<file path="config.mk">
export PLATFORM = sky130hd
export DESIGN_NAME = reg_file
export DESIGN_NICKNAME = d
export VERILOG_FILES = /design/src/rtl/reg_file.sv
export SDC_FILE = /design/constraint.sdc
export NUM_CORES = 2
export LEC_CHECK = 0
export ABC_CLOCK_PERIOD_IN_PS = 3600
export BUFFER_PORTS_ARGS = -buffer_cell sky130_fd_sc_hd__buf_2
export CAP_MARGIN = 15
export CORE_AREA = 8 8 388 390
export DETAILED_ROUTE_END_ITERATION = 16
export DIE_AREA = 0 0 396 398
export SKIP_CTS_REPAIR_TIMING = 1
export SYNTH_ARGS = -nofsm -noshare
export SYNTH_HDL_FRONTEND = slang
export SYNTH_SLANG_ARGS = --single-unit
export TNS_END_PERCENT = 5
</file>
<file path="constraint.sdc">
create_clock -name clk_i -period 3.6 [get_ports clk_i]
set_input_delay 0.18 -clock clk_i [delete_from_list [all_inputs] [get_ports clk_i]]
set_output_delay 0.18 -clock clk_i [all_outputs]
set_load 0.01 [all_outputs]
</file>
<file path="src/rtl/reg_file.sv">
`timescale 1ns/1ps

module reg_file (
    input  logic            clk_i,
    input  logic            rst_n_i,
    input  logic            we_i,                               // Already gated by run
    input  logic [ 4 : 0 ]  ra1_i,
    input  logic [ 4 : 0 ]  ra2_i,
    input  logic [ 4 : 0 ]  wa_i,
    input  logic [ 31 : 0 ] wd_i,
    output logic [ 31 : 0 ] rd1_o,
    output logic [ 31 : 0 ] rd2_o
);

    logic [ 31 : 0 ] regs [ 32 ];                               // x0 .. x31

    always_ff @(posedge clk_i or negedge rst_n_i) begin
        if (!rst_n_i) begin
            for (int i = 0; i < 32; i++) begin
                regs[i] <= 32'h0000_0000;
            end
        end else if (we_i && (wa_i != 5'd0)) begin             // Writes to x0 dropped
            regs[wa_i] <= wd_i;
        end
    end

    assign rd1_o = (ra1_i == 5'd0) ? 32'h0000_0000 : regs[ra1_i];
    assign rd2_o = (ra2_i == 5'd0) ? 32'h0000_0000 : regs[ra2_i];

endmodule

</file>
==> flow_metrics.py <==
metrics = {
    "run_status": {
        "status": "complete, no violations",
    },
    "die": {
        "die_h_microns": 398,
        "dieArea_sq_um": 158000,
        "start_util": 0.376,
        "dieWidth_microns": 396,
        "rows": 140,
        "coreArea_sq_um": 145000,
        "pin_count": 114,
    },
    "cells_and_area": {
        "nets": 3610,
        "final_cell_mix": "mux2_2, dfrtp_1, mux4_2",
        "design_area_sq_um": 61200,
        "largest-register": "regs",
        "final_common_cell": "mux2_2",
        "largestRegisters": "regs: 1024 flops",
        "drive_above_1_share": 0.540,
        "n_fill_cell": 13100,
        "instances_no_fill": 5567,
        "fin_util": 0.423,
        "area_delta_synth_final_pct": 12.5,
        "largest_reg_flops": 1024,
    },
    "clock_tree": {
        "clock_sinks": 1024,
        "cts_tree": "built",
        "cts_htree_levels": 3,
        "cts_inserted_buffers": 112,
        "insertion_delay_ps": 730,
        "path_clk_slew_ps": 60,
        "cts_buffer_depth": 3,
        "clock_tree.root_cell": "clkbuf_16",
    },
    "flow_run": {
        "cap_violations": 0,
    },
    "route": {
        "drc_errors": 0,
        "routed_wirelength_microns": 179000,
        "drtAntennaViolNets": 0,
        "drt_iter0_markers": 3446,
        "wl_per_cell_microns": 32.2,
        "viasPerCell": 6.26,
        "drt_pass1_iterations": 6,
        "via_count": 34800,
    },
    "logic_synthesis": {
        "netlist_area_sq_um": 54400,
        "netlist-cell-type-count": 35,
        "ys.flop_type": "dfrtp_1",
        "synthCells": 3621,
        "yosysWarnings": 0,
        "synth.avg_cell_area_sq_um": 15.0,
        "async_flop_share": 1.00,
        "synth_enable_flop_cells": 0,
        "ys_seq_elements": 1024,
        "synth_nets": 3671,
        "ys_seq_area_frac": 0.471,
    },
    "timing": {
        "fin_crit_ps": 2980,
        "max-slew-margin-rel": 0.224,
        "tightest_slew_ps": 1160,
        "layout_setup_ws_ps": 621,
        "hold_violations": 0,
        "tns_ps": 0,
        "fmax_ghz": 0.336,
        "min_period_over_period": 0.827,
        "setup_viol": 0,
        "slew_viol_final": 0,
        "skew_ps": 0,
        "rsz0062_at_grt": "false",
    },
    "hold_path": {
        "hold_path.class": "primary input to register",
        "hold_depth": 2,
    },
    "grt": {
        "overflow": 0,
        "grt.total_usage": 0.224,
        "grt_pass1_wl_microns": 261000,
        "antenna_found_initial": 9,
        "grt_pass1_vias": 35400,
        "grt_max_degree": 141,
    },
    "place": {
        "place_inst": 5360,
        "dp_hpwl_microns": 104000,
        "place_area_sq_um": 57400,
        "place_congestion": 0.796,
        "port_buffers": 113,
        "pre_cts_ws_ps": 640,
    },
    "pwr": {
        "power_leakage_nw": 26.0,
        "p_per_area_nw_per_um2": 552,
        "peakVddDrop_uv": 473,
    },
    "worst_setup_path": {
        "r2r_cells": 1,
        "cp-end-kind": "output pin",
        "critPathKind": "primary input to output pin",
        "cp.arrival_ps": 2800,
        "critPathRequiredTime_ps": 3420,
        "start_kind": "primary input",
        "critPathMaxFanout": 33,
    },
}
synth_stat cells (46+ instances only):
| master | number | area [sq um] |
|---|---|---|
| mux2_2 | 1046 | 11800 |
| dfrtp_1 | 1024 | 25600 |
| mux4_2 | 448 | 10100 |
| clkbuf_1 | 223 | 837 |
| buf_2 | 170 | 851 |
| mux2i_1 | 128 | 1280 |
| o21ai_0 | 101 | 505 |
| nor2b_1 | 71 | 444 |
| a211oi_1 | 64 | 480 |
| a22oi_1 | 64 | 480 |
| a311oi_1 | 64 | 561 |
| nand2_1 | 49 | 184 |
| a221oi_1 | 46 | 403 |
final timing paths:
kind	startpoint	end	slack [ps]
worst max-delay path	ra2_i[0]	rd2_o[29]	620
worst min-delay path	wd_i[3]	regs[675]	60
worst max register to register	regs[62]	regs[62]	2770
worst min register to register	regs[998]	regs[998]	390
max in group asynchronous	rst_n_i	regs[674]	1510
min in group asynchronous	rst_n_i	regs[642]	480
stage by stage:
step           total power [mW]  hold slack, ps
2_1_floorplan              20.0            -116
3_3_place_gp               22.0             170
3_5_place_dp               22.2             169
4_1_cts                    34.0            -653
5_1_grt                    35.2            60.4
6_report                   33.8            63.3
power by group:
group | total [mW] | switching [mW] | internal (mW) | leakage [nW]
combinational | 6.74 | 2.71 | 4.03 | 11.0
sequential | 15.3 | 1.59 | 13.7 | 13.1
clock | 11.7 | 5.00 | 6.74 | 1.84
total | 33.8 | 9.30 | 24.5 | 26.0
per-layer routing:
metal  vias up  wire length, microns  track usage
li1      14000                     -            -
met2      1379                 85500        0.361
met4         2                  7030       0.0792
met5         -                    13            0
met1     19100                 74200        0.302
met3       362                 12300       0.0425
worst max-delay path, cell delays in order:
cell and delay (ps):
buf_6 430, nor2_4 330, buf_4 320, a221oi_1 370
o21ai_0 180, a311oi_1 620, buf_2 250
kinds of logic after synthesis:
kind of cell | count (synthesis) | synth area share
buffers and inverters | 434 | 0.0363
DFF | 1024 | 0.471
and+or+nand+nor | 165 | 0.0161
muxes | 1632 | 0.428
AOI/OAI and AO/OA | 366 | 0.0484
cell type report:
type	instances	area, sq um	share of cell area
clock inverter	36	435	0.00712
clock buffer	165	3280	0.0537
inverter	2	12.5	0.000205
timing repair buffer	257	2380	0.0389
antenna	3	7.51	0.000123
multi-input combinational	2163	27000	0.442
sequential	1024	25600	0.419
tap	1917	2400	0.0392
Power figures use the tool's default switching activity.
