`src/rtl/rv_isa_pkg.sv`:
```
package rv_isa_pkg;

    typedef enum logic [ 6 : 0 ] {
        OP_OP     = 7'b0110011,                                 // R-type arithmetic
        OP_IMM    = 7'b0010011,                                 // I-type arithmetic
        OP_LOAD   = 7'b0000011,                                 // lw
        OP_STORE  = 7'b0100011,                                 // sw
        OP_BRANCH = 7'b1100011,                                 // beq, bne
        OP_JAL    = 7'b1101111,
        OP_JALR   = 7'b1100111
    } opcode_e;

    typedef enum logic [ 3 : 0 ] {
        ALU_ADD = 4'b0000,
        ALU_SUB = 4'b0001,
        ALU_AND = 4'b0010,
        ALU_OR  = 4'b0011,
        ALU_SLT = 4'b0101                                       // Signed compare
    } alu_ctrl_e;

    typedef enum logic [ 1 : 0 ] {
        ALUOP_MEM    = 2'b00,                                   // Address calc, always add
        ALUOP_BRANCH = 2'b01,                                   // Compare, always subtract
        ALUOP_ARITH  = 2'b10                                    // Look at funct fields
    } alu_op_e;

    typedef enum logic [ 1 : 0 ] { IMM_I, IMM_S, IMM_B, IMM_J } imm_src_e;

    localparam logic [ 2 : 0 ] F3_BEQ     = 3'b000;
    localparam logic [ 2 : 0 ] F3_BNE     = 3'b001;
    localparam logic [ 2 : 0 ] F3_ADD_SUB = 3'b000;            // add, sub, addi
    localparam logic [ 2 : 0 ] F3_SLT     = 3'b010;
    localparam logic [ 2 : 0 ] F3_OR      = 3'b110;
    localparam logic [ 2 : 0 ] F3_AND     = 3'b111;

endpackage

```
`src/rtl/rv_core_pkg.sv`:
```
package rv_core_pkg;

    localparam int IMEM_DEPTH_DEF = 64;                         // Program words

    typedef enum logic [ 1 : 0 ] {
        RES_ALU = 2'b00,                                        // ALU result to rd
        RES_MEM = 2'b01,                                        // Load data to rd
        RES_PC4 = 2'b10                                         // Link address to rd
    } result_src_e;

    // Main decoder share of the control word
    typedef struct packed {
        logic        pc_src;                                    // Branch or jump taken
        result_src_e result_src;
        logic        mem_write;
        logic        alu_src;                                   // Immediate as operand B
        logic        reg_write;
        logic        jalr_pc_src;                               // Target from ALU
    } dec_ctrl_t;

    typedef struct packed {
        logic                  pc_src;
        result_src_e           result_src;
        logic                  mem_write;
        logic                  alu_src;
        logic                  reg_write;
        logic                  jalr_pc_src;
        rv_isa_pkg::alu_ctrl_e alu_ctrl;
    } ctrl_t;

    typedef struct packed {
        logic [ 31 : 0 ] addr;                                  // Byte address
        logic [ 31 : 0 ] wdata;
        logic            we;                                    // Store strobe
    } dmem_req_t;

endpackage

```
`src/rtl/instr_mem.sv`:
```
`timescale 1ns/1ps

module instr_mem #(
    parameter int DEPTH = 64
) (
    input  logic                         clk_i,
    input  logic                         we_i,                  // Program load strobe
    input  logic [ $clog2(DEPTH) - 1 : 0 ] waddr_i,             // Load word index
    input  logic [ 31 : 0 ]              wdata_i,
    input  logic [ $clog2(DEPTH) - 1 : 0 ] addr_i,              // Fetch word index
    output logic [ 31 : 0 ]              rd_o                   // Fetched instruction
);

    logic [ 31 : 0 ] mem [ DEPTH ];                             // Program store

    always_ff @(posedge clk_i) begin
        if (we_i && (int'(waddr_i) < DEPTH)) begin             // Drop loads past the end
            mem[waddr_i] <= wdata_i;
        end
    end

    // All zeros is illegal and decodes to nothing
    assign rd_o = (int'(addr_i) < DEPTH) ? mem[addr_i] : 32'h0000_0000;

endmodule

```
`src/rtl/main_decoder.sv`:
```
`timescale 1ns/1ps

module main_decoder (
    input  logic [ 6 : 0 ]        op_i,                         // Opcode field
    input  logic [ 2 : 0 ]        funct3_i,                     // Branch condition
    input  logic                  eq_i,                         // Operands equal
    output rv_core_pkg::dec_ctrl_t ctrl_o,
    output rv_isa_pkg::alu_op_e   alu_op_o,
    output rv_isa_pkg::imm_src_e  imm_src_o
);

    import rv_isa_pkg::*;
    import rv_core_pkg::*;

    logic branch;                                               // Conditional branch
    logic jump;                                                 // jal or jalr
    logic take;                                                 // Condition holds

    // beq on equal, bne on not equal, other conditions never taken
    assign take = (funct3_i == F3_BEQ) ? eq_i  :
                  (funct3_i == F3_BNE) ? ~eq_i : 1'b0;

    always_comb begin
        ctrl_o    = '0;                                         // No writes by default
        alu_op_o  = ALUOP_MEM;
        imm_src_o = IMM_I;
        branch    = 1'b0;
        jump      = 1'b0;
        case (op_i)
            OP_OP: begin
                ctrl_o.reg_write = 1'b1;
                alu_op_o         = ALUOP_ARITH;
            end
            OP_IMM: begin
                ctrl_o.reg_write = 1'b1;
                ctrl_o.alu_src   = 1'b1;
                alu_op_o         = ALUOP_ARITH;
            end
            OP_LOAD: begin
                ctrl_o.reg_write  = 1'b1;
                ctrl_o.alu_src    = 1'b1;                       // rs1 + offset
                ctrl_o.result_src = RES_MEM;
            end
            OP_STORE: begin
                ctrl_o.mem_write = 1'b1;
                ctrl_o.alu_src   = 1'b1;
                imm_src_o        = IMM_S;
            end
            OP_BRANCH: begin
                branch    = 1'b1;
                alu_op_o  = ALUOP_BRANCH;
                imm_src_o = IMM_B;
            end
            OP_JAL: begin
                ctrl_o.reg_write  = 1'b1;
                ctrl_o.result_src = RES_PC4;                    // Link
                imm_src_o         = IMM_J;
                jump              = 1'b1;
            end
            OP_JALR: begin
                ctrl_o.reg_write   = 1'b1;
                ctrl_o.alu_src     = 1'b1;                      // rs1 + offset as target
                ctrl_o.result_src  = RES_PC4;
                ctrl_o.jalr_pc_src = 1'b1;
                jump               = 1'b1;
            end
            default: ;                                          // Illegal, stays idle
        endcase
        ctrl_o.pc_src = jump | (branch & take);
    end

endmodule

```
`src/rtl/alu_decoder.sv`:
```
`timescale 1ns/1ps

module alu_decoder (
    input  logic                  op5_i,                        // Set for R-type
    input  logic [ 2 : 0 ]        funct3_i,
    input  logic                  funct7_5_i,                   // Sub select on R-type
    input  rv_isa_pkg::alu_op_e   alu_op_i,
    output rv_isa_pkg::alu_ctrl_e alu_ctrl_o
);

    import rv_isa_pkg::*;

    always_comb begin
        alu_ctrl_o = ALU_ADD;                                   // Loads, stores, jalr
        if (alu_op_i == ALUOP_BRANCH) begin
            alu_ctrl_o = ALU_SUB;                               // Compare
        end else if (alu_op_i == ALUOP_ARITH) begin
            case (funct3_i)
                F3_ADD_SUB: begin
                    if (op5_i && funct7_5_i) begin              // addi ignores bit 30
                        alu_ctrl_o = ALU_SUB;
                    end else begin
                        alu_ctrl_o = ALU_ADD;
                    end
                end
                F3_SLT:  alu_ctrl_o = ALU_SLT;
                F3_OR:   alu_ctrl_o = ALU_OR;
                F3_AND:  alu_ctrl_o = ALU_AND;
                default: alu_ctrl_o = ALU_ADD;                  // Unsupported funct3
            endcase
        end
    end

endmodule

```
`src/rtl/sign_extend.sv`:
```
`timescale 1ns/1ps

module sign_extend (
    input  logic [ 31 : 7 ]       instr31_7_i,                  // Instruction minus opcode
    input  rv_isa_pkg::imm_src_e  imm_src_i,                    // Format select
    output logic [ 31 : 0 ]       imm_ext_o
);

    import rv_isa_pkg::*;

    always_comb begin
        case (imm_src_i)
            IMM_I: imm_ext_o = {{20{instr31_7_i[31]}}, instr31_7_i[31:20]};
            IMM_S: imm_ext_o = {{20{instr31_7_i[31]}}, instr31_7_i[31:25],
                                instr31_7_i[11:7]};
            IMM_B: imm_ext_o = {{20{instr31_7_i[31]}}, instr31_7_i[7],
                                instr31_7_i[30:25], instr31_7_i[11:8], 1'b0};
            IMM_J: imm_ext_o = {{12{instr31_7_i[31]}}, instr31_7_i[19:12],
                                instr31_7_i[20], instr31_7_i[30:21], 1'b0};
            default: imm_ext_o = 32'h0000_0000;
        endcase
    end

endmodule

```
`src/rtl/control_top.sv`:
```
`timescale 1ns/1ps

module control_top #(
    parameter int IMEM_DEPTH = rv_core_pkg::IMEM_DEPTH_DEF
) (
    input  logic                              clk_i,
    input  logic                              prog_we_i,       // Program load strobe
    input  logic [ $clog2(IMEM_DEPTH) - 1 : 0 ] prog_addr_i,   // Load word index
    input  logic [ 31 : 0 ]                   prog_data_i,
    input  logic [ 31 : 0 ]                   pc_i,            // Program counter
    input  logic                              eq_i,            // Equal flag from ALU
    output rv_core_pkg::ctrl_t                ctrl_o,          // Datapath controls
    output logic [ 31 : 0 ]                   imm_op_o,        // Extended immediate
    output logic [ 4 : 0 ]                    rs1_o,           // Operand A register
    output logic [ 4 : 0 ]                    rs2_o,           // Operand B register
    output logic [ 4 : 0 ]                    rd_o             // Destination register
);

    import rv_isa_pkg::*;
    import rv_core_pkg::*;

    localparam int AW = $clog2(IMEM_DEPTH);                     // Word index width

    logic [ 31 : 0 ] instr;                                     // Current instruction
    dec_ctrl_t       dec;                                       // Main decoder controls
    alu_op_e         alu_op;
    imm_src_e        imm_src;
    alu_ctrl_e       alu_ctrl;

    assign rs1_o = instr[19:15];
    assign rs2_o = instr[24:20];
    assign rd_o  = instr[11:7];

    instr_mem #(.DEPTH(IMEM_DEPTH)) instr_mem (
        .clk_i   (clk_i),
        .we_i    (prog_we_i),
        .waddr_i (prog_addr_i),
        .wdata_i (prog_data_i),
        .addr_i  (pc_i[2 +: AW]),                              // Byte PC to word index
        .rd_o    (instr)
    );

    main_decoder main_decoder (
        .op_i      (instr[6:0]),
        .funct3_i  (instr[14:12]),
        .eq_i      (eq_i),
        .ctrl_o    (dec),
        .alu_op_o  (alu_op),
        .imm_src_o (imm_src)
    );

    alu_decoder alu_decoder (
        .op5_i      (instr[5]),
        .funct3_i   (instr[14:12]),
        .funct7_5_i (instr[30]),
        .alu_op_i   (alu_op),
        .alu_ctrl_o (alu_ctrl)
    );

    sign_extend sign_extend (
        .instr31_7_i (instr[31:7]),
        .imm_src_i   (imm_src),
        .imm_ext_o   (imm_op_o)
    );

    assign ctrl_o = '{
        pc_src:      dec.pc_src,
        result_src:  dec.result_src,
        mem_write:   dec.mem_write,
        alu_src:     dec.alu_src,
        reg_write:   dec.reg_write,
        jalr_pc_src: dec.jalr_pc_src,
        alu_ctrl:    alu_ctrl                                   // From ALU decoder
    };

endmodule

```
`config.mk`:
```
export PLATFORM = sky130hd
export DESIGN_NAME = control_top
export DESIGN_NICKNAME = d
export VERILOG_FILES = /design/src/rtl/rv_isa_pkg.sv /design/src/rtl/rv_core_pkg.sv /design/src/rtl/instr_mem.sv /design/src/rtl/main_decoder.sv /design/src/rtl/alu_decoder.sv /design/src/rtl/sign_extend.sv /design/src/rtl/control_top.sv
export SDC_FILE = /design/constraint.sdc
export NUM_CORES = 2
export LEC_CHECK = 0
export BUFFER_PORTS_ARGS = -buffer_cell sky130_fd_sc_hd__buf_2
export CORE_MARGIN = 2
export CORE_UTILIZATION = 60
export CTS_CLUSTER_SIZE = 25
export DETAILED_ROUTE_END_ITERATION = 7
export PLACE_DENSITY = 0.76
export SETUP_SLACK_MARGIN = 0.5
export SYNTH_ARGS = -nofsm -noshare
export SYNTH_HDL_FRONTEND = slang
export SYNTH_HIERARCHICAL = 1
export SYNTH_SLANG_ARGS = --single-unit
```
`constraint.sdc`:
```
create_clock -name clk_i -period 5.9 [get_ports clk_i]
set_clock_uncertainty 0.15 [all_clocks]
set_input_delay 0.59 -clock clk_i [delete_from_list [all_inputs] [get_ports clk_i]]
set_output_delay 0.59 -clock clk_i [all_outputs]
set_load 0.03 [all_outputs]
```
==> run metrics <==
final worst setup slack=0.5433 ns; Starting Density=0.6048; Core Region=129600 um2; die height=365.5 um; fin crit period=5.357 ns; syn_nets=3441; TritonCTS buffer count=186; synthesized area=78410 um2; Max Cap Violations=0; GRT Total Usage=0.3098; CTS Sinks=2048; top-area cell type share of the netlist area=0.7843; via count=38740; CP delay by family, top=multiplexers; commonest non-fill, non-tap cell in the layout=edfxtp_1; htree depth=4; LEAKAGE=27.49 nW; Yosys Warn Count=6; met3 Usage GRT=0.08825; Top Registers=instr_mem/mem x2048; row count=132; Crit Path Max Fanout=6; CP most frequent cell=mux4_2; clock network power share=0.399; 1st-pass router iterations=6; layout cells sized above 1=0.3081; post-DP HPWL=111200 um; distinct cell type count after synthesis=45; ys async rst share=0; GR Layer Usage met2=0.4817; CP arrival=4.62 ns; Fill cells=7522; Pins Over Slew Limit=0; Hold Path Origin=prog_addr_i[1]; f_max=0.1867 GHz; slowest CP cell=or4_1; Vias/cell=7.002; Least-Margin Pin Slew=1.362 ns; critical path endpoint category=output port; run status=completed; largest net degree at the start of global routing=89; Post-Route WL=203300 um; Critical Path, Cell by Cell=mux4_2, mux4_2, o22ai_1, nor2_1, or4_1, o22ai_2, xor2_4, buf_12, mux2_2, buf_2; Cell Int Power=23.31 mW; DR iter-0 viols=6436; Largest Register=instr_mem/mem; Sw Share=0.2156; Root Buffer=clkbuf_16; pwr dens=337.3 nW/um2; worst-case clock buffer depth=3; pre-CTS setup slack=0.1574 ns; vias in the first global route=38740; WS Path Type=reg -> out; Logic pwr share=0.058; Worst EP required=5.16 ns; Post-synth EDFFs=2048; cts hold-fix bufs=0; drt wl/cell=36.74 um; I/O pin total=131; first-pass GRT wire length=284700 um; hold crit path type=in -> reg; Port-buffer cells=103; Hold EP=instr_mem/mem[48][20]$_DFFE_PP_; Fin. Hold Viols=0; initial antenna violation count=15; Top FF cell, synth=edfxtp_1; synth top area cells=edfxtp_1, mux4_2, mux2i_1; Mapped Avg Cell Area=23.28 um2; worst vdd ir=0.0002998 V; final hold slack=0.2285 ns; #FFs+latches synth=2048; sequential-to-total area share from yosys stat=0.7843; global route hottest layer=met2; RSZ-0062 raised after global routing=no; Die Area=133600 um2; CP Buf/Inv Count=2; Final Setup Violations=0; grt met1 use=0.4214; CP max stage delay=0.71 ns; clock-pin slew on the worst setup and hold paths=0.06 ns; sequential power share=0.543; net load switching power=6.406 mW; Antenna Nets Post-Route=0; Die W=365.5 um; total global routing overflow=0; hold path cells=2; TNS Setup=0 ns; Synth Instances=3368; Remaining DRCs=0; nets=3697; Synth area leader=edfxtp_1; Final period util=0.9079; area delta synth->final=12.34%; most frequent cells in the layout=edfxtp_1, mux4_2, clkbuf_16; Startpoint Class=flop; slew margin rel.=0.08956; gpl congestion=0.8441; max FFs per register=2048; CTS tree=done
[routing by layer]
metal,vias to the layer above,share of wire,wire (um)
met1,20330,0.35,70290
li1,14940,-,-
met5,-,0.00051,103
met2,3031,0.48,97220
met4,16,0.042,8467
met3,425,0.13,27210
[power groups by stage]
| stage | Clock, mW | Sequential (mW) | Combinational [mW] |
|---|---|---|---|
| after floorplan | 0 | 16.4 | 0.981 |
| after global placement | 0 | 16.4 | 1.61 |
| after detailed placement | 0 | 16.4 | 1.66 |
| after CTS | 11.9 | 16.1 | 1.68 |
| after global routing | 12.5 | 16.1 | 1.78 |
| final | 11.9 | 16.1 | 1.72 |
[Yosys cell counts, types with 12 or more instances]
cell type and instances:
a22oi_1 12, o221ai_1 27, nand2_1 30, nor2_1 145, edfxtp_1 2048, a21oi_1 64, nor2b_1 16, mux2i_1 95
buf_1 21, o22ai_1 86, mux4_2 544, buf_4 45, buf_2 59, clkbuf_1 74
[worst max-delay path by stage]
stage	start	to	slack, ns	depth (start not counted)
global placement	pc_i[2]	imm_op_o[3]	0.18	14
CTS	instr_mem/mem[53][3]$_DFFE_PP_	imm_op_o[3]	0.55	10
finish	instr_mem/mem[53][3]$_DFFE_PP_	imm_op_o[3]	0.54	10
detailed placement	pc_i[2]	imm_op_o[3]	0.16	14
floorplan	pc_i[3]	imm_op_o[11]	1.02	13
global route	pc_i[2]	imm_op_o[3]	0.50	12
[stage by stage]
stage	cell area (um2)	instances	utilization	power (mW)
finish	88090	5533	0.6795	29.71
global route	88070	5524	0.6793	30.38
CTS	88010	5522	0.6789	29.75
detailed placement	82020	5176	0.6326	18.11
global placement	82020	5176	0.6326	18.04
floorplan	78410	3368	-	17.42
[area by class of cell]
cell class / count / area, um2 / share of cell area
clock inverter: 120 / 1126 / 0.01278
timing repair buffer: 272 / 2058 / 0.02336
antenna: 10 / 25.02 / 0.0002841
tap: 1742 / 2180 / 0.02474
sequential: 2048 / 61500 / 0.6981
multi-input combinational: 1111 / 16360 / 0.1857
clock buffer: 225 / 4822 / 0.05474
inverter: 5 / 18.77 / 0.0002131
[repair_timing]
item | 4_1_cts | 5_1_grt
gates resized for setup | 4 | 4
pin swaps | 1 | 0
buffers inserted | 1 | 0
cloned | 0 | 1
setup endpoints to repair | 18 | 17
[logic make-up after synthesis]
group	count (synthesis)	synth area share
and+or+nand+nor	246	0.01428
DFF	2048	0.7843
other	1	0.00004782
buffers and inverters	209	0.01358
xor gates and xnor gates	3	0.0004309
muxes	643	0.1689
AOI/OAI and AO/OA	218	0.01843
(Power assumes the default switching activity.)
