[config.mk]
export PLATFORM = sky130hd
export DESIGN_NAME = alu
export DESIGN_NICKNAME = d
export VERILOG_FILES = /design/src/rtl/rv_isa_pkg.sv /design/src/rtl/alu.sv
export SDC_FILE = /design/constraint.sdc
export NUM_CORES = 1
export LEC_CHECK = 0
export BUFFER_PORTS_ARGS = -buffer_cell sky130_fd_sc_hd__buf_4
export CORE_UTILIZATION = 35
export DETAILED_ROUTE_END_ITERATION = 16
export GPL_TIMING_DRIVEN = 0
export PLACE_DENSITY = 0.64
export SYNTH_ARGS = -nofsm -noshare
export SYNTH_HDL_FRONTEND = slang
export SYNTH_SLANG_ARGS = --single-unit
export TNS_END_PERCENT = 5
[constraint.sdc]
create_clock -name vclk -period 7.1
set_input_delay 2.13 -clock vclk [all_inputs]
set_output_delay 2.13 -clock vclk [all_outputs]
set_load 0.005 [all_outputs]
[src/rtl/rv_isa_pkg.sv]
package rv_isa_pkg;

    typedef enum logic [ 6 : 0 ] {
        OP_OP     = 7'b0110011,                                 // R-type arithmetic
        OP_IMM    = 7'b0010011,                                 // I-type arithmetic
        OP_LOAD   = 7'b0000011,                                 // lw
        OP_STORE  = 7'b0100011,                                 // sw
        OP_BRANCH = 7'b1100011,                                 // beq, bne
        OP_JAL    = 7'b1101111,
        OP_JALR   = 7'b1100111
    } opcode_e;

    typedef enum logic [ 3 : 0 ] {
        ALU_ADD = 4'b0000,
        ALU_SUB = 4'b0001,
        ALU_AND = 4'b0010,
        ALU_OR  = 4'b0011,
        ALU_SLT = 4'b0101                                       // Signed compare
    } alu_ctrl_e;

    typedef enum logic [ 1 : 0 ] {
        ALUOP_MEM    = 2'b00,                                   // Address calc, always add
        ALUOP_BRANCH = 2'b01,                                   // Compare, always subtract
        ALUOP_ARITH  = 2'b10                                    // Look at funct fields
    } alu_op_e;

    typedef enum logic [ 1 : 0 ] { IMM_I, IMM_S, IMM_B, IMM_J } imm_src_e;

    localparam logic [ 2 : 0 ] F3_BEQ     = 3'b000;
    localparam logic [ 2 : 0 ] F3_BNE     = 3'b001;
    localparam logic [ 2 : 0 ] F3_ADD_SUB = 3'b000;            // add, sub, addi
    localparam logic [ 2 : 0 ] F3_SLT     = 3'b010;
    localparam logic [ 2 : 0 ] F3_OR      = 3'b110;
    localparam logic [ 2 : 0 ] F3_AND     = 3'b111;

endpackage

[src/rtl/alu.sv]
`timescale 1ns/1ps

module alu (
    input  logic [ 31 : 0 ]       a_i,                          // rs1
    input  logic [ 31 : 0 ]       b_i,                          // rs2 or immediate
    input  rv_isa_pkg::alu_ctrl_e ctrl_i,
    output logic [ 31 : 0 ]       y_o,
    output logic                  eq_o                          // For beq, bne
);

    import rv_isa_pkg::*;

    always_comb begin
        case (ctrl_i)
            ALU_ADD: y_o = a_i + b_i;
            ALU_SUB: y_o = a_i - b_i;
            ALU_AND: y_o = a_i & b_i;
            ALU_OR:  y_o = a_i | b_i;
            ALU_SLT: y_o = {31'd0, $signed(a_i) < $signed(b_i)}; // Two's complement compare
            default: y_o = 32'h0000_0000;
        endcase
    end

    // Direct compare, independent of the selected operation
    assign eq_o = (a_i == b_i);

endmodule

==> results of run 1 <==
==> cell usage after synthesis, drive strengths merged, types with 5 or more instances <==
master  number
nand2b       5
o21bai      18
buf         10
a211oi       5
a21oi       56
clkbuf      23
a31oi        5
o31ai        9
nor2        54
nand2       56
or3         13
and3         6
nor2b       14
inv         95
nand3       10
ha         103
o221ai      28
o211ai       6
o21ai       32
nor3        20
xnor2       28
o31a         6
==> repair_timing <==
action,4_1_cts,5_1_grt
pin swaps,16,35
gates resized for setup,34,94
buffers inserted,4,22
setup endpoints to repair,13,13
==> stage by stage <==
step	util, %	TNS, ns	instances	power, mW
after detailed placement	44.0	-2.07	960	0.399
after floorplan	-	0	687	0.267
after global placement	44.0	-2.02	960	0.399
after global routing	49.8	-0.144	981	0.523
after CTS	45.3	-0.0402	963	0.418
final	49.8	-0.00397	981	0.483
==> worst min-delay path, cell delays in order <==
cell,delay [ns]
buf_4,0.08
ha_1,0.15
nand2_1,0.05
o221ai_1,0.07
buf_4,0.12
==> per-layer routing <==
layer  wire length, µm  vias to the layer above  GRT usage [%]
met4               331                        0           3.25
met5                 0                        -              0
met1              7090                     2556           28.6
met2              7800                      217           38.6
li1                  -                     2683              -
met3              1190                       27           2.72
==> logic make-up after synthesis <==
group,after synthesis,share of synthesized area [%]
AO/OA/AOI/OAI,216,32.6
XOR/XNOR,30,5.65
buffers and inverters,128,10.8
multiplexers,2,0.457
AND/OR/NAND/NOR,206,21.9
adder cells (fa/ha/maj),105,28.6
==> power by group through the flow <==
stage          Combinational [mW]  Clock, mW  Sequential (mW)
6_report                    0.483          0                0
5_1_grt                     0.523          0                0
4_1_cts                     0.418          0                0
3_5_place_dp                0.399          0                0
3_3_place_gp                0.399          0                0
2_1_floorplan               0.267          0                0
==> path summary, 6_finish.rpt <==
kind                     from      end  slack [ns]  cells after the start
worst min-delay path  b_i[30]  y_o[30]        4.74                      5
worst max-delay path  b_i[10]  y_o[21]      -0.004                     14
==> cell type report <==
type | count | area, µm²
buffer | 28 | 155
inverter | 95 | 377
tap | 172 | 215
fill | 1292 | 6420
multi-input combinational | 559 | 4620
timing repair buffer | 127 | 991
==> reports/results.ini, run 1 <==
[outcome]
status=complete, but fails checks
violations=negative setup slack

[placement]
routabilityCongestion=0.909
portBuffers=101
pre_cts_ws_ns=-0.272
dpl_cell_area_um2=5630
dpl.hpwl_mm=12.7

[route]
firstDrtPassIters=5
viasPerCell=5.59
drc=0
ant_nets=0
drt_iter0_markers=360
via_count=5483
wl_per_cell_um=16.7
routed_wl_mm=16.4

[die]
start_util_pct=36.4
num_rows=41
fp.dieW_um=117
die_h_um=117
pin_count=101
core_um2=12800
fp.dieArea_um2=13800

[timing]
tightest_slew_ns=0.822
rsz0062_at_grt=true
final-setup-viol-count=1
whs_ns=4.74
worst_slack_ns=-0.00397
fin_crit_sh_pct=100
relSlewSlack_pct=44.8
period_needed_ns=7.10
final-max-slew-violation-count=0
clock.fmax_mhz=141
finalHoldViolations=0

[yosys]
yosysUniqueCellTypes=69
synth_warnings=0
synthCells=687
mappedNetlistArea_um2=4650
yosysTopAreaCellShare_pct=27.7
syn_nets=860
syn_avg_cell_area_um2=6.77
synth_area_leaders=ha_1, inv_1, a21oi_1, o221ai_1, xnor2_1
yosys.area.top_type=ha_1
synth_seq_area_share_pct=0

[pwr]
vdd_drop_max_mv=0.0367
power_leakage_nw=2.93
p_comb_share_pct=100.0
power.density_nw_per_um2=76.0
switching_power_mw=0.262
internal-power_mw=0.222
pwr-share-seq_pct=0
pwr-share-clk_pct=0
p_sw_share_pct=54.2

[global_route]
gr-total-overflow=0
grt_start_max_net_pins=11
grt_usage_pct=21.8
antenna_found_initial=0
grt_pass1_vias=5126
grt_pass1_wl_mm=25.1

[final_layout]
n_antenna_cell=0
final_common_cell=buf_4
syn_to_final_growth_pct=36.6
nets=984
seq_cells=0
fin_area_um2=6360
clkbuf_count=0
drive_gt1_share_pct=26.9
seqCellArea_um2=0
final_cell_mix=buf_4, ha_1, inv_1

[worst_setup_path]
cp_slowest_cell=a2111o_1
worstSetupPathType=primary input to output port
crit_path_max_fanout=5
cp.required_ns=4.97
arrival_ns=4.97
crit_chain=buf_4, inv_2, ha_4, buf_6, or3_4, nor2b_4, a2111o_1, o31a_1, a211o_1, a221o_1, o21ai_2, xnor2_1, a221o_1, buf_4
max_stage_delay_ns=0.40
cp-start-kind=primary input
crit_buf_inv=4
end_kind=output port
cp_top_family=compound AO/OA/AOI/OAI gates

[clock_network]
cts_hold_buf=0

[hold_path]
hold_path_class=primary input to output port

[flow_run]
max-cap-violations=0

No activity file was read; power rests on OpenSTA's default activity.
==> run 2: changes to the inputs <==
--- a/config.mk
+++ b/config.mk
@@ -5,11 +5,12 @@
 export SDC_FILE = /design/constraint.sdc
 export NUM_CORES = 1
 export LEC_CHECK = 0
+export ABC_AREA = 1
 export BUFFER_PORTS_ARGS = -buffer_cell sky130_fd_sc_hd__buf_4
 export CORE_UTILIZATION = 35
 export DETAILED_ROUTE_END_ITERATION = 16
 export GPL_TIMING_DRIVEN = 0
-export PLACE_DENSITY = 0.64
+export PLACE_DENSITY = 0.63
 export SYNTH_ARGS = -nofsm -noshare
 export SYNTH_HDL_FRONTEND = slang
 export SYNTH_SLANG_ARGS = --single-unit
==> run 2 against run 1 <==
Effect of this change: the flow now finishes without violations; non-clock buffer count shrank 19; die area grew 35%; highest routed layer unchanged; worst setup slack gained 0.58 ns; synthesized cell count grew 86%; wire length grew 46%; critical endpoint is now y_o[28]; core utilization shrank 7.6 points; final cell count grew 64%.
==> reports/results.ini, run 2 <==
[yosys]
yosysUniqueCellTypes=35
synth_seq_area_share_pct=0
syn_nets=1454
synthTopCellsByCount=nand2_1, inv_1, nand3_1
mappedNetlistArea_um2=6330
yosys.area.top_type=nand2_1
yosysMostFrequentCell=nand2_1
synth_area_leaders=nand2_1, ha_1, inv_1, nand3_1, nor2_1
yosysTopAreaCellShare_pct=25.7
synth_warnings=0
syn_avg_cell_area_um2=4.94
synthCells=1281

[worst_setup_path]
max_stage_delay_ns=0.40
crit_chain=buf_4, ha_1, inv_1, fa_1, inv_1, nand2_1, o21ai_2, nand2_1, nand3_1, nand2_1, nand2_1, nand2_1, nand3_1, nand3_1, buf_4
arrival_ns=4.39
cp_common_cell=nand2_1
cp.depth=15
worstSetupPathType=primary input to output port
end_kind=output port
cp_slowest_cell=fa_1
startpoint=b_i[0]
endpoint=y_o[28]
cp-start-kind=primary input
crit_buf_inv=4
crit_path_max_fanout=4
cp_top_family=simple AND/OR/NAND/NOR gates
cp.required_ns=4.97

[die]
start_util_pct=36.2
fp.dieW_um=137
core_um2=17500
fp.dieArea_um2=18600
num_rows=48
pin_count=101
die_h_um=137

[placement]
portBuffers=101
dp.cells=1607
dpl.hpwl_mm=20.6
routabilityCongestion=0.944

[route]
routed_wl_mm=23.9
drt_iter0_markers=585
ant_nets=0
via_count=7937
drc=0
wl_per_cell_um=14.9
firstDrtPassIters=5
viasPerCell=4.94

[timing]
fin_crit_sh_pct=91.9
final-max-slew-violation-count=0
period_needed_ns=6.52
rsz0062_at_grt=false
finalHoldViolations=0
relSlewSlack_pct=46.4
clock.fmax_mhz=153
tightest_slew_ns=0.804
final-setup-viol-count=0
fin_setup_tns_ns=0

[pwr]
power.density_nw_per_um2=68.5
power_leakage_nw=4.65
vdd_drop_max_mv=0.0258

[global_route]
gr-total-overflow=0
antenna_found_initial=0
grt_pass1_wl_mm=36.7
grt_usage_pct=25.6
grt_start_max_net_pins=11
grt_pass1_vias=7192

[hold_path]
hold_path_class=primary input to output port

[outcome]
status=finished clean

[final_layout]
final_cells=1607
seqCellArea_um2=0
seq_cells=0
nets=1557
final_common_cell=nand2_1
drive_gt1_share_pct=11.4
n_antenna_cell=0
syn_to_final_growth_pct=16.4
clkbuf_count=0
nFillCells=2062
final_cell_mix=nand2_1, inv_1, nand3_1

[clock_network]
post_cts_buffers=0
cts_resized=0
cts_hold_buf=0

[flow_run]
max-cap-violations=0

-- run 2: changes by cell type after synthesis, sizes merged, moves of 26 or more --
cell / delta
o221ai: -26
nand2: +380
inv: +214
nor2: +50
xnor2: -28
nand3: +103
-- run 2: area by class of cell --
type / count / area (µm²) / area share, %
multi-input cells: 935 / 4990 / 67.7
inverters: 311 / 1170 / 15.8
repair buffers: 101 / 758 / 10.3
well taps: 225 / 282 / 3.82
plain buffers: 35 / 171 / 2.32
-- run 2: where the power goes --
group	internal (mW)	leakage, nW	total, mW	switching [mW]
Combinational	0.169	4.65	0.505	0.336
Sequential	0	0	0	0
Clock	0	0	0	0
-- run 2: per-layer routing --
metal / GRT usage (%) / up-vias / part of all wire (%)
met5: 0 / - / 0
met4: 4.81 / 0 / 1.7
met3: 1.07 / 24 / 8.0
met2: 41.7 / 293 / 44
met1: 37.1 / 3494 / 46
li1: - / 4126 / -
-- run 2: kinds of logic after synthesis --
family | share of synthesized area [%]
and+or+nand+nor | 46.3
buffers and inverters | 21.1
AOI/OAI and AO/OA | 11.5
adders and majority gates | 21.0
xor gates and xnor gates | 0.138
-- run 2: worst min path at each step --
stage                   start  endpoint  slack [ns]  cells past startpoint
floorplan           ctrl_i[3]    y_o[0]        4.40                      3
global placement    ctrl_i[3]    y_o[0]        4.63                      5
detailed placement  ctrl_i[3]    y_o[0]        4.63                      5
CTS                 ctrl_i[3]    y_o[0]        4.63                      5
global route        ctrl_i[3]    y_o[0]        4.66                      5
finish              ctrl_i[3]    y_o[0]        4.62                      5
-- run 2: stage by stage --
step                power [mW]  hold slack, ns  worst slack, ns  util [%]  instance area (µm²)
finish                   0.505            4.62            0.576      42.2                 7370
global placement         0.493            4.63            0.619      42.2                 7370
floorplan                0.321            4.40             1.35         -                 6330
global route             0.567            4.66            0.442      42.2                 7370
detailed placement       0.497            4.63            0.617      42.2                 7370
CTS                      0.499            4.63            0.611      42.2                 7370
-- run 2: tightest hold or removal path, cell delays in order --
cell and delay (ns):
buf_4 0.08, nor2_1 0.04, nand3_1 0.07, nand2_1 0.05, buf_4 0.13
==> run 3: changes to the inputs <==
--- a/config.mk
+++ b/config.mk
@@ -9,7 +9,6 @@
 export BUFFER_PORTS_ARGS = -buffer_cell sky130_fd_sc_hd__buf_4
 export CORE_UTILIZATION = 35
 export DETAILED_ROUTE_END_ITERATION = 16
-export GPL_TIMING_DRIVEN = 0
 export PLACE_DENSITY = 0.63
 export SYNTH_ARGS = -nofsm -noshare
 export SYNTH_HDL_FRONTEND = slang
==> run 3 against run 2 <==
Effect of this change: design area down 1.7%; critical path type unchanged; non-clock buffer count fell by 31; sequential share of layout area unchanged.
==> reports/results.ini, run 3 (synthesis gave the netlist of run 2 again) <==
[pwr]
vdd_drop_max_mv=0.0253
power_leakage_nw=4.56
p_total_mw=0.496
power.density_nw_per_um2=68.4

[worst_setup_path]
cp_common_cell=nand2_1
cp_slowest_cell=fa_1
end_kind=output port
cp.required_ns=4.97
cp_top_family=simple AND/OR/NAND/NOR gates
max_stage_delay_ns=0.38
worstSetupPathType=primary input to output port
crit_chain=buf_4, ha_1, inv_1, fa_1, inv_1, nand2_1, o21ai_2, nand2_1, nand2_1, nand2_1, nand3_1, nand2_1, nand3_1, nand3_1, buf_4
cp-start-kind=primary input
arrival_ns=4.42
crit_path_max_fanout=4
crit_buf_inv=4

[timing]
final-setup-viol-count=0
worst_slack_ns=0.550
finalHoldViolations=0
relSlewSlack_pct=45.3
period_needed_ns=6.55
whs_ns=4.63
rsz0062_at_grt=false
fin_crit_sh_pct=92.2
final-max-slew-violation-count=0
tightest_slew_ns=0.817
fin_setup_tns_ns=0
clock.fmax_mhz=153

[die]
fp.dieArea_um2=18600
pin_count=101
die_h_um=137
start_util_pct=36.2
num_rows=48
core_um2=17500
fp.dieW_um=137

[final_layout]
seqCellArea_um2=0
syn_to_final_growth_pct=14.4
final_cell_mix=nand2_1, inv_1, nand3_1
final_util_pct=41.5
n_antenna_cell=0
drive_gt1_share_pct=9.99
seq_cells=0
final_cells=1576
nets=1526
final_common_cell=nand2_1
clkbuf_count=0
nFillCells=2040
fin_area_um2=7240

[route]
drt_iter0_markers=760
firstDrtPassIters=5
via_count=7800
drc=0
viasPerCell=4.95
ant_nets=0
wl_per_cell_um=14.5
routed_wl_mm=22.8

[clock_network]
cts_resized=0
cts_hold_buf=0
post_cts_buffers=0

[global_route]
grt_pass1_vias=6984
grt_usage_pct=24.6
antenna_found_initial=0
grt_pass1_wl_mm=35.8
grt_start_max_net_pins=33
gr-total-overflow=0

[placement]
dpl.hpwl_mm=19.5
pre_cts_ws_ns=0.617
dp.cells=1576
portBuffers=101
dpl_cell_area_um2=7240
routabilityCongestion=0.947

[hold_path]
hold_path_class=primary input to output port

[flow_run]
max-cap-violations=0

[outcome]
status=finished clean

-- run 3: cell type report --
type / count / area, µm² / area share, %
multi-input cells: 935 / 4990 / 68.9
inverters: 311 / 1170 / 16.1
well taps: 225 / 282 / 3.89
repair buffers: 105 / 801 / 11.1
-- run 3: metal layers --
layer	part of all wire, %	track usage, %	vias to the layer above
li1	-	-	4056
met1	46	35.0	3426
met2	44	40.7	296
met3	8.7	2.26	22
met4	1.6	3.02	0
met5	0	0	-
-- run 3: report_power, final --
part,leakage [nW],internal [mW],switching [mW],total [mW]
logic,4.56,0.167,0.329,0.496
registers,0,0,0,0
clock network,0,0,0,0
-- run 3: final timing paths --
check                 start  endpoint  slack (ns)  cells after the start
setup / recovery     b_i[0]   y_o[24]        0.55                     15
hold / removal    ctrl_i[3]    y_o[0]        4.63                      5
